--- src/hw/memif_pkg.sv ---
package memif_pkg;

	// data and address buses are both one 16-bit word wide
	localparam int WORD_W = 16;
	localparam int ADDR_W = 16;

	typedef logic [WORD_W-1:0] word_t;
	typedef logic [ADDR_W-1:0] addr_t;

	// command codes seen on the cpu side
	typedef logic [1:0] op_t;

	localparam op_t OP_READ  = 2'd0;
	localparam op_t OP_WRITE = 2'd1;
	// add-to-memory, returns the old word and stores old plus operand
	localparam op_t OP_ADD   = 2'd2;
	// set-if-zero, stores the operand only when the old word is zero
	localparam op_t OP_SETZ  = 2'd3;

	// how a memory cycle ended
	typedef logic [1:0] status_t;

	localparam status_t ST_OK    = 2'd0;
	localparam status_t ST_EN    = 2'd1;
	localparam status_t ST_ALARM = 2'd2;

	// states of the command sequencer
	typedef enum logic [2:0] {S_IDLE, S_CLAIM, S_PHASE, S_GAP, S_DONE} seq_state_t;

	// cycles a bus phase may stay unanswered before the alarm fires
	localparam int ALARM_DLY_TICKS = 32;
	// length of the alarm pulse in cycles
	localparam int ALARM_TICKS = 4;

	// counter widths for the no-answer timer
	localparam int DLY_CNT_W  = $clog2(ALARM_DLY_TICKS + 1);
	localparam int HOLD_CNT_W = $clog2(ALARM_TICKS + 1);

	typedef logic [DLY_CNT_W-1:0] dly_cnt_t;
	typedef logic [HOLD_CNT_W-1:0] hold_cnt_t;

endpackage

--- src/hw/cmd_seq.sv ---
`timescale 1ns/1ps

module cmd_seq (
	input logic clk_sys,
	input logic clo,
	input logic cmd_valid,
	input memif_pkg::op_t cmd_op,
	input memif_pkg::addr_t cmd_addr,
	input memif_pkg::word_t cmd_wdata,
	output logic cmd_ready,
	input logic ok_end,
	input logic talarm,
	input logic rok,
	input logic ren,
	input memif_pkg::word_t rd_word,
	output logic zgi_set,
	output logic gotst1,
	output logic zgi_j,
	output logic ifhold_j,
	output logic ifhold_reset,
	output logic ph_we,
	output memif_pkg::addr_t ph_addr,
	output memif_pkg::word_t ph_wdata,
	output logic rsp_valid,
	output memif_pkg::word_t rsp_data,
	output memif_pkg::status_t rsp_status
);
	import memif_pkg::*;

	seq_state_t state;
	op_t op_q;
	word_t opnd_q;
	// word seen in the read phase of add or set-if-zero
	word_t old_q;
	logic rmw_q;
	logic wr_ph_q;
	status_t st_now;
	logic go_on;

	// a new command is only taken while nothing is in flight
	assign cmd_ready = (state == S_IDLE);
	// the request flip-flop in if_ctl is set once per phase from here
	assign zgi_set = (state == S_CLAIM);
	assign zgi_j = rmw_q;
	// only the read half of a read-modify-write arms the hold
	assign ifhold_j = rmw_q & ~wr_ph_q;

	// an alarm can coincide with a late answer, the answer wins then
	always_comb begin
		st_now = talarm ? ST_ALARM : ST_OK;
		if (ren)
			st_now = ST_EN;
		if (rok)
			st_now = ST_OK;
	end

	// the write phase follows only a clean read, and set-if-zero needs a zero word
	assign go_on = rmw_q & ~wr_ph_q & rok & ~((op_q == OP_SETZ) && (rd_word != '0));

	always_ff @(posedge clk_sys or posedge clo) begin
		if (clo) begin
			state <= S_IDLE;
			gotst1 <= 1'b0;
			ifhold_reset <= 1'b0;
			rsp_valid <= 1'b0;
			rmw_q <= 1'b0;
			wr_ph_q <= 1'b0;
			ph_we <= 1'b0;
		end else begin
			gotst1 <= 1'b0;
			ifhold_reset <= 1'b0;
			rsp_valid <= 1'b0;
			unique case (state)
				S_IDLE: begin
					if (cmd_valid) begin
						ph_we <= (cmd_op == OP_WRITE);
						rmw_q <= (cmd_op == OP_ADD) || (cmd_op == OP_SETZ);
						wr_ph_q <= 1'b0;
						state <= S_CLAIM;
					end
				end
				S_CLAIM: state <= S_PHASE;
				S_PHASE: begin
					if (ok_end) begin
						// every phase end is acknowledged with one gotst1 pulse
						gotst1 <= 1'b1;
						if (go_on) begin
							ph_we <= 1'b1;
							wr_ph_q <= 1'b1;
							state <= S_GAP;
						end else begin
							// a read-modify-write that stops after its read must drop the hold
							ifhold_reset <= rmw_q & ~wr_ph_q;
							state <= S_DONE;
						end
					end
				end
				S_GAP: state <= S_CLAIM;
				S_DONE: begin
					rsp_valid <= 1'b1;
					state <= S_IDLE;
				end
				default: state <= S_IDLE;
			endcase
		end
	end

	// command payload and result words
	always_ff @(posedge clk_sys) begin
		if ((state == S_IDLE) && cmd_valid) begin
			op_q <= cmd_op;
			opnd_q <= cmd_wdata;
			ph_addr <= cmd_addr;
			ph_wdata <= cmd_wdata;
		end
		if ((state == S_PHASE) && ok_end) begin
			if (go_on) begin
				old_q <= rd_word;
				ph_wdata <= (op_q == OP_ADD) ? word_t'(rd_word + opnd_q) : opnd_q;
			end else begin
				rsp_status <= st_now;
				rsp_data <= wr_ph_q ? old_q : rd_word;
			end
		end
	end

endmodule

--- src/hw/if_ctl.sv ---
`timescale 1ns/1ps

module if_ctl (
	input logic clk_sys,
	input logic clo,
	input logic gotst1,
	input logic zgi_j,
	input logic zgi_set,
	input logic ifhold_j,
	input logic ifhold_reset,
	input logic zw,
	input logic ren,
	input logic rok,
	input logic talarm,
	output logic ok_end,
	output logic zg,
	output logic zwzg,
	output logic engage
);

	logic zgi;
	logic ifhold;
	logic oken;
	logic ifh_clr;

	// any registered slave answer
	assign oken = ren | rok;

	// the phase is live on the bus only while we ask and the arbiter grants
	assign zwzg = zgi & zw;

	// the claim covers the active request, the hold between the two halves of
	// an atomic access, and a granted bus whose answer has not dropped yet
	assign zg = zgi | ifhold | (zw & oken);

	// end of the phase whatever the outcome, answer or alarm
	assign ok_end = zwzg & (oken | talarm);

	// the no-answer timer runs only while the phase waits on the bus
	assign engage = zwzg & ~ok_end;

	// request flip-flop
	// zgi_set opens the request, gotst1 closes it or flips it when zgi_j is up
	always_ff @(posedge clk_sys or posedge clo) begin
		if (clo)
			zgi <= 1'b0;
		else if (zgi_set)
			zgi <= 1'b1;
		else if (gotst1)
			zgi <= zgi_j ? ~zgi : 1'b0;
	end

	// hold flip-flop, a jk stage clocked by the phase end
	// it spans the gap between the read and the write of add and set-if-zero
	assign ifh_clr = clo | ifhold_reset;

	always_ff @(posedge clk_sys or posedge ifh_clr) begin
		if (ifh_clr) begin
			ifhold <= 1'b0;
		end else if (ok_end) begin
			unique case ({ifhold_j, ifhold})
				2'b00: ifhold <= 1'b0;
				2'b01: ifhold <= 1'b0;
				2'b10: ifhold <= 1'b1;
				2'b11: ifhold <= 1'b0;
				default: ifhold <= 1'b0;
			endcase
		end
	end

endmodule

--- src/hw/if_alarm.sv ---
`timescale 1ns/1ps

module if_alarm (
	input logic clk_sys,
	input logic clo,
	input logic engage,
	output logic talarm
);
	import memif_pkg::*;

	dly_cnt_t dly_cnt;
	hold_cnt_t hold_cnt;
	logic fire;

	// the delay expires on the last of ALARM_DLY_TICKS unbroken engaged cycles
	assign fire = engage && (dly_cnt == dly_cnt_t'(1));

	// delay counter, reloaded as soon as engage drops
	always_ff @(posedge clk_sys or posedge clo) begin
		if (clo)
			dly_cnt <= dly_cnt_t'(ALARM_DLY_TICKS);
		else if (!engage)
			dly_cnt <= dly_cnt_t'(ALARM_DLY_TICKS);
		else if (dly_cnt != '0)
			dly_cnt <= dly_cnt - dly_cnt_t'(1);
	end

	// stretch counter keeps the alarm up for ALARM_TICKS cycles
	always_ff @(posedge clk_sys or posedge clo) begin
		if (clo)
			hold_cnt <= '0;
		else if (fire)
			hold_cnt <= hold_cnt_t'(ALARM_TICKS);
		else if (hold_cnt != '0)
			hold_cnt <= hold_cnt - hold_cnt_t'(1);
	end

	// decoded straight from the counter register, so no glitches
	assign talarm = (hold_cnt != '0);

endmodule

--- src/hw/bus_port.sv ---
`timescale 1ns/1ps

module bus_port (
	input logic clk_sys,
	input logic clo,
	input logic zwzg,
	input logic ph_we,
	input memif_pkg::addr_t ph_addr,
	input memif_pkg::word_t ph_wdata,
	output logic bus_req,
	output logic bus_we,
	output memif_pkg::addr_t bus_addr,
	output memif_pkg::word_t bus_wdata,
	input logic bus_ok,
	input logic bus_en,
	input memif_pkg::word_t bus_rdata,
	output logic rok,
	output logic ren,
	output memif_pkg::word_t rd_word
);
	import memif_pkg::*;

	logic ans_ok;
	logic ans_en;

	// the request goes out as soon as we are granted
	assign bus_req = zwzg;

	// answers count only while our request is on the bus
	assign ans_ok = bus_ok & zwzg;
	assign ans_en = bus_en & zwzg;

	// direction follows the sequencer between phases and freezes during one
	always_ff @(posedge clk_sys or posedge clo) begin
		if (clo)
			bus_we <= 1'b0;
		else if (!zwzg)
			bus_we <= ph_we;
	end

	// address and data are loaded the same way so the slave sees them steady
	always_ff @(posedge clk_sys) begin
		if (!zwzg) begin
			bus_addr <= ph_addr;
			bus_wdata <= ph_wdata;
		end
	end

	// slave answers become one-cycle pulses toward if_ctl
	always_ff @(posedge clk_sys or posedge clo) begin
		if (clo) begin
			rok <= 1'b0;
			ren <= 1'b0;
		end else begin
			rok <= ans_ok;
			ren <= ans_en;
		end
	end

	// read word is valid in the cycle where rok is high
	always_ff @(posedge clk_sys) begin
		if (ans_ok)
			rd_word <= word_t'(bus_rdata);
	end

endmodule

--- src/hw/memif_top.sv ---
`timescale 1ns/1ps

module memif_top (
	input logic clk_sys,
	input logic clo,
	input logic cmd_valid,
	input memif_pkg::op_t cmd_op,
	input memif_pkg::addr_t cmd_addr,
	input memif_pkg::word_t cmd_wdata,
	output logic cmd_ready,
	output logic rsp_valid,
	output memif_pkg::word_t rsp_data,
	output memif_pkg::status_t rsp_status,
	output logic bus_claim,
	input logic bus_gnt,
	output logic bus_req,
	output logic bus_we,
	output memif_pkg::addr_t bus_addr,
	output memif_pkg::word_t bus_wdata,
	input logic bus_ok,
	input logic bus_en,
	input memif_pkg::word_t bus_rdata
);
	import memif_pkg::*;

	// sequencer to request logic
	logic zgi_set;
	logic gotst1;
	logic zgi_j;
	logic ifhold_j;
	logic ifhold_reset;
	// phase contents toward the bus side
	logic ph_we;
	addr_t ph_addr;
	word_t ph_wdata;
	// registered slave answers
	logic rok;
	logic ren;
	word_t rd_word;
	// request logic outputs and the timer
	logic ok_end;
	logic zwzg;
	logic engage;
	logic talarm;

	cmd_seq cmd_seq_inst (
		.clk_sys(clk_sys), .clo(clo),
		.cmd_valid(cmd_valid), .cmd_op(cmd_op), .cmd_addr(cmd_addr),
		.cmd_wdata(cmd_wdata), .cmd_ready(cmd_ready),
		.ok_end(ok_end), .talarm(talarm), .rok(rok), .ren(ren), .rd_word(rd_word),
		.zgi_set(zgi_set), .gotst1(gotst1), .zgi_j(zgi_j),
		.ifhold_j(ifhold_j), .ifhold_reset(ifhold_reset),
		.ph_we(ph_we), .ph_addr(ph_addr), .ph_wdata(ph_wdata),
		.rsp_valid(rsp_valid), .rsp_data(rsp_data), .rsp_status(rsp_status)
	);

	// the arbiter grant is the zw input, the claim goes back out as zg
	if_ctl if_ctl_inst (
		.clk_sys(clk_sys), .clo(clo),
		.gotst1(gotst1), .zgi_j(zgi_j), .zgi_set(zgi_set),
		.ifhold_j(ifhold_j), .ifhold_reset(ifhold_reset),
		.zw(bus_gnt), .ren(ren), .rok(rok), .talarm(talarm),
		.ok_end(ok_end), .zg(bus_claim), .zwzg(zwzg), .engage(engage)
	);

	if_alarm if_alarm_inst (
		.clk_sys(clk_sys), .clo(clo), .engage(engage), .talarm(talarm)
	);

	bus_port bus_port_inst (
		.clk_sys(clk_sys), .clo(clo), .zwzg(zwzg),
		.ph_we(ph_we), .ph_addr(ph_addr), .ph_wdata(ph_wdata),
		.bus_req(bus_req), .bus_we(bus_we), .bus_addr(bus_addr), .bus_wdata(bus_wdata),
		.bus_ok(bus_ok), .bus_en(bus_en), .bus_rdata(bus_rdata),
		.rok(rok), .ren(ren), .rd_word(rd_word)
	);

endmodule

--- config.mk ---
export PLATFORM = sky130hd
export DESIGN_NAME = memif_top
export DESIGN_NICKNAME = d
export VERILOG_FILES = /design/src/hw/memif_pkg.sv /design/src/hw/cmd_seq.sv /design/src/hw/if_ctl.sv /design/src/hw/if_alarm.sv /design/src/hw/bus_port.sv /design/src/hw/memif_top.sv
export SDC_FILE = /design/constraint.sdc
export NUM_CORES = 1
export LEC_CHECK = 0
export ABC_CLOCK_PERIOD_IN_PS = 1700
export BUFFER_PORTS_ARGS = -buffer_cell sky130_fd_sc_hd__buf_2
export CORE_ASPECT_RATIO = 1.25
export CORE_MARGIN = 1
export CORE_UTILIZATION = 58
export CTS_BUF_LIST = sky130_fd_sc_hd__clkbuf_4
export DETAILED_ROUTE_END_ITERATION = 8
export GPL_TIMING_DRIVEN = 0
export PLACE_DENSITY = 0.9
export REMOVE_ABC_BUFFERS = 1
export SETUP_SLACK_MARGIN = 0.15
export SYNTH_ARGS = -nofsm -noshare
export SYNTH_HDL_FRONTEND = slang
export SYNTH_SLANG_ARGS = --single-unit
--- constraint.sdc ---
create_clock -name clk_sys -period 1.7 [get_ports clk_sys]
set_clock_uncertainty 0.05 [all_clocks]
set_input_delay 0.17 -clock clk_sys [delete_from_list [all_inputs] [get_ports clk_sys]]
set_output_delay 0.17 -clock clk_sys [all_outputs]
set_load 0.1 [all_outputs]
## Yosys cells after proc, flatten, opt, wreduce, memory -nomap -nowiden

Index checks and enable logic that the tools add are counted.
Widths: inputs -> output; s select.

- Register bits after elaboration: 155
- Input port bits: 56
- Output and inout bits: 55
- Logic and storage cells: 115

- $add $sub $neg: 3
- Equality and inequality tests: 17
- Mux-type cells: 31
- Bitwise gates (word level): 19
- Reduce and logical (&&, ||, !) cells: 20

Operators with widths:

| operator | number |
|---|---|
| $mux 16 | 5 |
| $add 16x16->16 | 1 |
| $reduce_bool 16->1 | 1 |
| $mux 3 | 5 |
| $mux 1 | 14 |
| $eq 2x2->1 const B | 6 |
| $mux 6 | 2 |
| $pmux 3 s4 | 1 |
| $and 1x1->1 | 9 |
| $reduce_and 2->1 | 4 |
| $eq 3x2->1 const B | 2 |
| $eq 6x1->1 const B | 1 |
| $pmux 1 s2 | 3 |
| $reduce_bool 2->1 | 3 |
| $reduce_bool 6->1 | 1 |
| $sub 6x1->6 const B | 1 |
| $not 1->1 | 5 |
| $or 1x1->1 | 5 |
| $eq 2x1->1 const B | 2 |
| $logic_and 1x1->1 | 4 |
| $ne 2x1->1 const B | 2 |
| $ne 2x2->1 const B | 2 |
| $reduce_and 4->1 | 1 |
| $eq 3x1->1 const B | 1 |
| 9 further kinds | 9 |

## Logic depth before layout (Yosys ltp)

- Depth after elaboration: 7
- Mapped depth: 10
- Mapped depth without buffers: 9

## Modules after synthesis

A second synthesis with hierarchy kept.

- Cells, all modules: 447
- Area total of the unflattened synthesis: 6463.7 um2

By module, submodules not included:

| module | instances | cells an instance | area an instance (um2) | sequential area each (um2) |
|---|---|---|---|---|
| cmd_seq | 1 | 326 | 4240.3 | 2587.5 |
| bus_port | 1 | 57 | 1561.5 | 1516.5 |
| if_alarm | 1 | 48 | 514.2 | 226.5 |
| if_ctl | 1 | 16 | 147.6 | 50.0 |

## Worst setup path before layout

No wires, ideal clock.

- Kind: register -> register
- Start point: reg if_ctl_inst.zgi
- End point: reg cmd_seq_inst.rsp_data[0] (enable)
- Library setup time: 0.393 ns
- Arrival time: 2.933 ns
- Data required time: 1.257 ns
- Setup slack: -1.675 ns
- Cell stages (with the launch flop): 5
- Buffers on the path: 0
- Period minus slack after synthesis: 3.375 ns
- Cells stage by stage: dfrtp_1 > nand2_1 > inv_1 > nand3_2 > nor2_1

- Longest elaborated chain between the ends: 4

Ends and longest elaborated chain:

| item | line | text |
|---|---|---|
| from (decl) | if_ctl.sv:21 | `logic zgi;` |
| from (signal assigned) | if_ctl.sv:50 | `zgi <= zgi_j ? ~zgi : 1'b0;` |
| $and 1x1->1 | if_ctl.sv:30 | `assign zwzg = zgi & zw;` |
| named net bus_req | memif_top.sv:16 | `output logic bus_req,` |
| $and 1x1->1 | if_ctl.sv:37 | `assign ok_end = zwzg & (oken \| talarm);` |
| $logic_and 1x1->1 | cmd_seq.sv:116 | `if ((state == S_PHASE) && ok_end) begin` |
| $reduce_and 2->1 (no line) | n/a |  |
| to (signal assigned) | cmd_seq.sv:122 | `rsp_data <= wr_ph_q ? old_q : rd_word;` |
| to (decl) | cmd_seq.sv:25 | `output memif_pkg::word_t rsp_data,` |

The timed path passes the listed nets, and every way through them passes these cells.
A chain may end at the register's enable or synchronous reset.

## Worst setup path after layout

- Start point: reg bus_port_inst.rd_word[11]
- End point: reg cmd_seq_inst.ph_wdata[15]

- Longest elaborated chain between the ends: 6
- Elaborated cells between the ends (all ways): 8
- Classes of those cells: 1 x add/sub; 3 x mux; 2 x bitwise; 2 x reduce/logical

Ends and longest elaborated chain:

| item | line | text |
|---|---|---|
| from (decl) | bus_port.sv:19 | `output memif_pkg::word_t rd_word` |
| from (signal assigned) | bus_port.sv:63 | `rd_word <= word_t'(bus_rdata);` |
| branches (longest 4 deep; another with $add 16x16->16) | n/a |  |
| $mux 16 (*) | cmd_seq.sv:117 | `if (go_on) begin` |
| $mux 16 (*) | cmd_seq.sv:116 |  |
| to (signal assigned) | cmd_seq.sv:114 | `ph_wdata <= cmd_wdata;` |
| to (signal assigned) | cmd_seq.sv:119 | `ph_wdata <= (op_q == OP_ADD) ? word_t'(rd_word + opnd_q) : opnd_q;` |
| to (decl) | cmd_seq.sv:23 | `output memif_pkg::word_t ph_wdata,` |

Mark *: on every way between the ends.

==> impl_metrics.json <==
{
  "port_buffers": 110,
  "dr_total_vias": 5309,
  "synthMuxAreaShare": 0.0345,
  "antenna_found_initial": 0,
  "wl_mm": 19.4,
  "reg2reg_slack_ns": -0.86,
  "pwr-share-comb": 0.459,
  "relSlewSlack": 0.142,
  "vias_per_cell": 6.41,
  "switching_power_mw": 6.80,
  "async_reset_ff_frac": 0.148,
  "wl_per_cell_um": 23.4,
  "path_class": "flip-flop to flip-flop",
  "finalPower_mw": 15.0,
  "yosys.area_share.simple": 0.105,
  "synth_top_family_by_area": "simple AND/OR/NAND/NOR gates",
  "overflow": 0,
  "tightestPinTransition_ns": 1.28,
  "firstDrtPassIters": 6,
  "min_path_type": "input pin to flip-flop",
  "timing.fmax_mhz": 391,
  "dp_hpwl_mm": 8.72,
  "design_area_um2": 9020,
  "synth_fa_ha_area_frac": 0.0404,
  "dieArea_um2": 11400,
  "cts_sinks": 155,
  "rows": 42,
  "final_nets": 759,
  "core_um2": 10700,
  "drive_gt1_frac": 0.424,
  "report.final.slew_viol_count": 0,
  "sequentialPowerShare": 0.384,
  "place.gp.congestion": 0.884,
  "start_util": 0.598,
  "path_clk_slew_ns": 0.14,
  "cp-end-kind": "flip-flop",
  "cts.path.max_buffers": 2,
  "grt_start_max_net_pins": 51,
  "ys_ff_latch": 155,
  "hold_viol": 0,
  "synth_xor_xnor_area_share": 0.0137,
  "arrival_ns": 2.96,
  "netlist_area_um2": 6380,
  "start_kind": "flip-flop",
  "violations": "negative setup slack",
  "vdd_drop_max_mv": 1.57,
  "grt_pass1_vias": 4936,
  "ios": 111,
  "drv_cap": 0,
  "ys_seq_area_frac": 0.687,
  "post_synth_num_cell_types": 65,
  "p_int_mw": 8.20,
  "drtIter0Drc": 599,
  "placed_area_um2": 7030,
  "worstPathRequired_ns": 2.10,
  "grt.total_usage": 0.310,
  "setup_tns_ns": -38.70,
  "timing.final.crit_share": 1.50,
  "cts_tree": "yes",
  "die_w_um": 95.8,
  "period_needed_ns": 2.56,
  "final_cell_mix": "edfxtp_1 (116), buf_4 (90), buf_2 (55)",
  "synth_edf_count": 116,
  "final.setup.worst_slack_ns": -0.857,
  "cp_max_fo": 5,
  "htree_levels": 4,
  "synth_compound_area_frac": 0.101,
  "yosysWarnings": 0,
  "insertion_delay_ns": 0.56,
  "grt_setup_unrepaired": "true",
  "syn_avg_cell_area_um2": 14.1,
  "synth_cells": 453,
  "area_growth_pct": 41.5,
  "final_common_cell": "edfxtp_1",
  "ant_nets": 0,
  "die_h_um": 119,
  "p_leak_nw": 3.58,
  "drc": 0,
  "synthFlopType": "edfxtp_1",
  "grt_pass1_wl_mm": 25.3,
  "powerDensity_nw_per_um2": 1660,
  "outcome": "finished, violations left",
  "clkPwrFrac": 0.157,
  "cts_buffers": 17,
  "diodes": 0,
  "clockRootBuffer": "clkbuf_4",
  "switching_share": 0.453,
  "setup_viol": 67
}
synth_stat cells, types with 5 or more instances:
library cell / count / share of area
dfrtp_1: 22 / 0.086
nand2_1: 40 / 0.024
nand2b_1: 5 / 0.0049
inv_1: 12 / 0.0071
and3_1: 10 / 0.0098
a31oi_1: 9 / 0.0088
edfxtp_1: 116 / 0.55
mux2_2: 16 / 0.028
xnor2_1: 8 / 0.011
clkbuf_1: 6 / 0.0035
dfxtp_1: 16 / 0.050
ha_1: 19 / 0.037
nor3_1: 10 / 0.0078
a211oi_1: 11 / 0.013
nor2_1: 28 / 0.016
nor2b_1: 6 / 0.0059
a21o_1: 6 / 0.0071
nand3_1: 5 / 0.0039
a21oi_1: 15 / 0.012
o21ai_0: 15 / 0.012
critical path, cell delays in order (launching register included):
cell,delay (ns)
edfxtp_1,0.52
ha_2,0.35
a21oi_1,0.26
o21ai_1,0.29
a211oi_2,0.32
o21ai_1,0.17
nor4_2,0.41
nor3b_2,0.09
routing by layer:
layer | track usage | routed length [um]
met5 | 0 | 0
met4 | 0.154 | 1410
met3 | 0.0722 | 1860
met2 | 0.530 | 9550
met1 | 0.359 | 6550
cells by family after synthesis:
logic type | after synthesis
simple gates | 129
compound gates | 93
buf+inv | 26
flops | 155
xor+xnor | 10
fa+ha+maj | 20
mux | 20
path summary, 6_finish.rpt:
check	cells past startpoint	from	to
setup / recovery	7	bus_port_inst.rd_word[11]	cmd_seq_inst.ph_wdata[15]
hold / removal	2	bus_ok	bus_port_inst.rok
setup reg to reg	7	bus_port_inst.rd_word[11]	cmd_seq_inst.ph_wdata[15]
hold reg to reg	1	cmd_seq_inst.ifhold_reset	if_ctl_inst.ifhold
max in group asynchronous	3	clo	if_ctl_inst.zgi
min in group asynchronous	1	cmd_seq_inst.ifhold_reset	if_ctl_inst.ifhold
final cells by class:
cell class	count	area, um2
Clock inverter	14	160
Sequential cell	155	4390
Multi-Input combinational cell	274	2300
Fill cell	472	1640
Timing Repair inverter	2	23.8
Tap cell	132	165
Inverter	13	85.1
Timing Repair Buffer	220	1770
Clock buffer	18	135
sequential cells by signal, summed over array words and instances, names as in the netlist, 2 cells and up:
signal	count
bus_port_inst.bus_addr	16
bus_port_inst.bus_wdata	16
bus_port_inst.rd_word	16
cmd_seq_inst.old_q	16
cmd_seq_inst.opnd_q	16
cmd_seq_inst.ph_addr	16
cmd_seq_inst.ph_wdata	16
cmd_seq_inst.rsp_data	16
if_alarm_inst.dly_cnt	6
cmd_seq_inst.state	3
if_alarm_inst.hold_cnt	3
cmd_seq_inst.op_q	2
cmd_seq_inst.rsp_status	2
timing repair:
action	in CTS	in global routing
cloned	3	1
pin swaps	26	16
setup buffers	34	21
resized for setup	131	46
hold buffers	55	0
setup endpoints to repair	186	107
hold endpoints to repair	92	0
power by group through the flow:
stage / Clock, mW / Combinational [mW] / Sequential, mW
floorplan: 0 / 1.97 / 7.91
detailed placement: 0 / 5.16 / 5.73
global placement: 0 / 5.02 / 5.68
global route: 2.49 / 7.11 / 5.83
finish: 2.36 / 6.88 / 5.76
CTS: 2.30 / 6.18 / 5.68
through the flow:
stage	worst slack (ns)	utilization	hold slack, ns	instances
2_1_floorplan	-1.92	-	-0.122	440
3_3_place_gp	-2.09	0.658	-0.000875	682
3_5_place_dp	-1.57	0.659	0.00645	682
4_1_cts	-0.652	0.812	0.0927	806
5_1_grt	-0.914	0.846	0.0871	828
6_report	-0.857	0.846	0.128	828
Note: power is estimated with default switching activity, not from simulation.
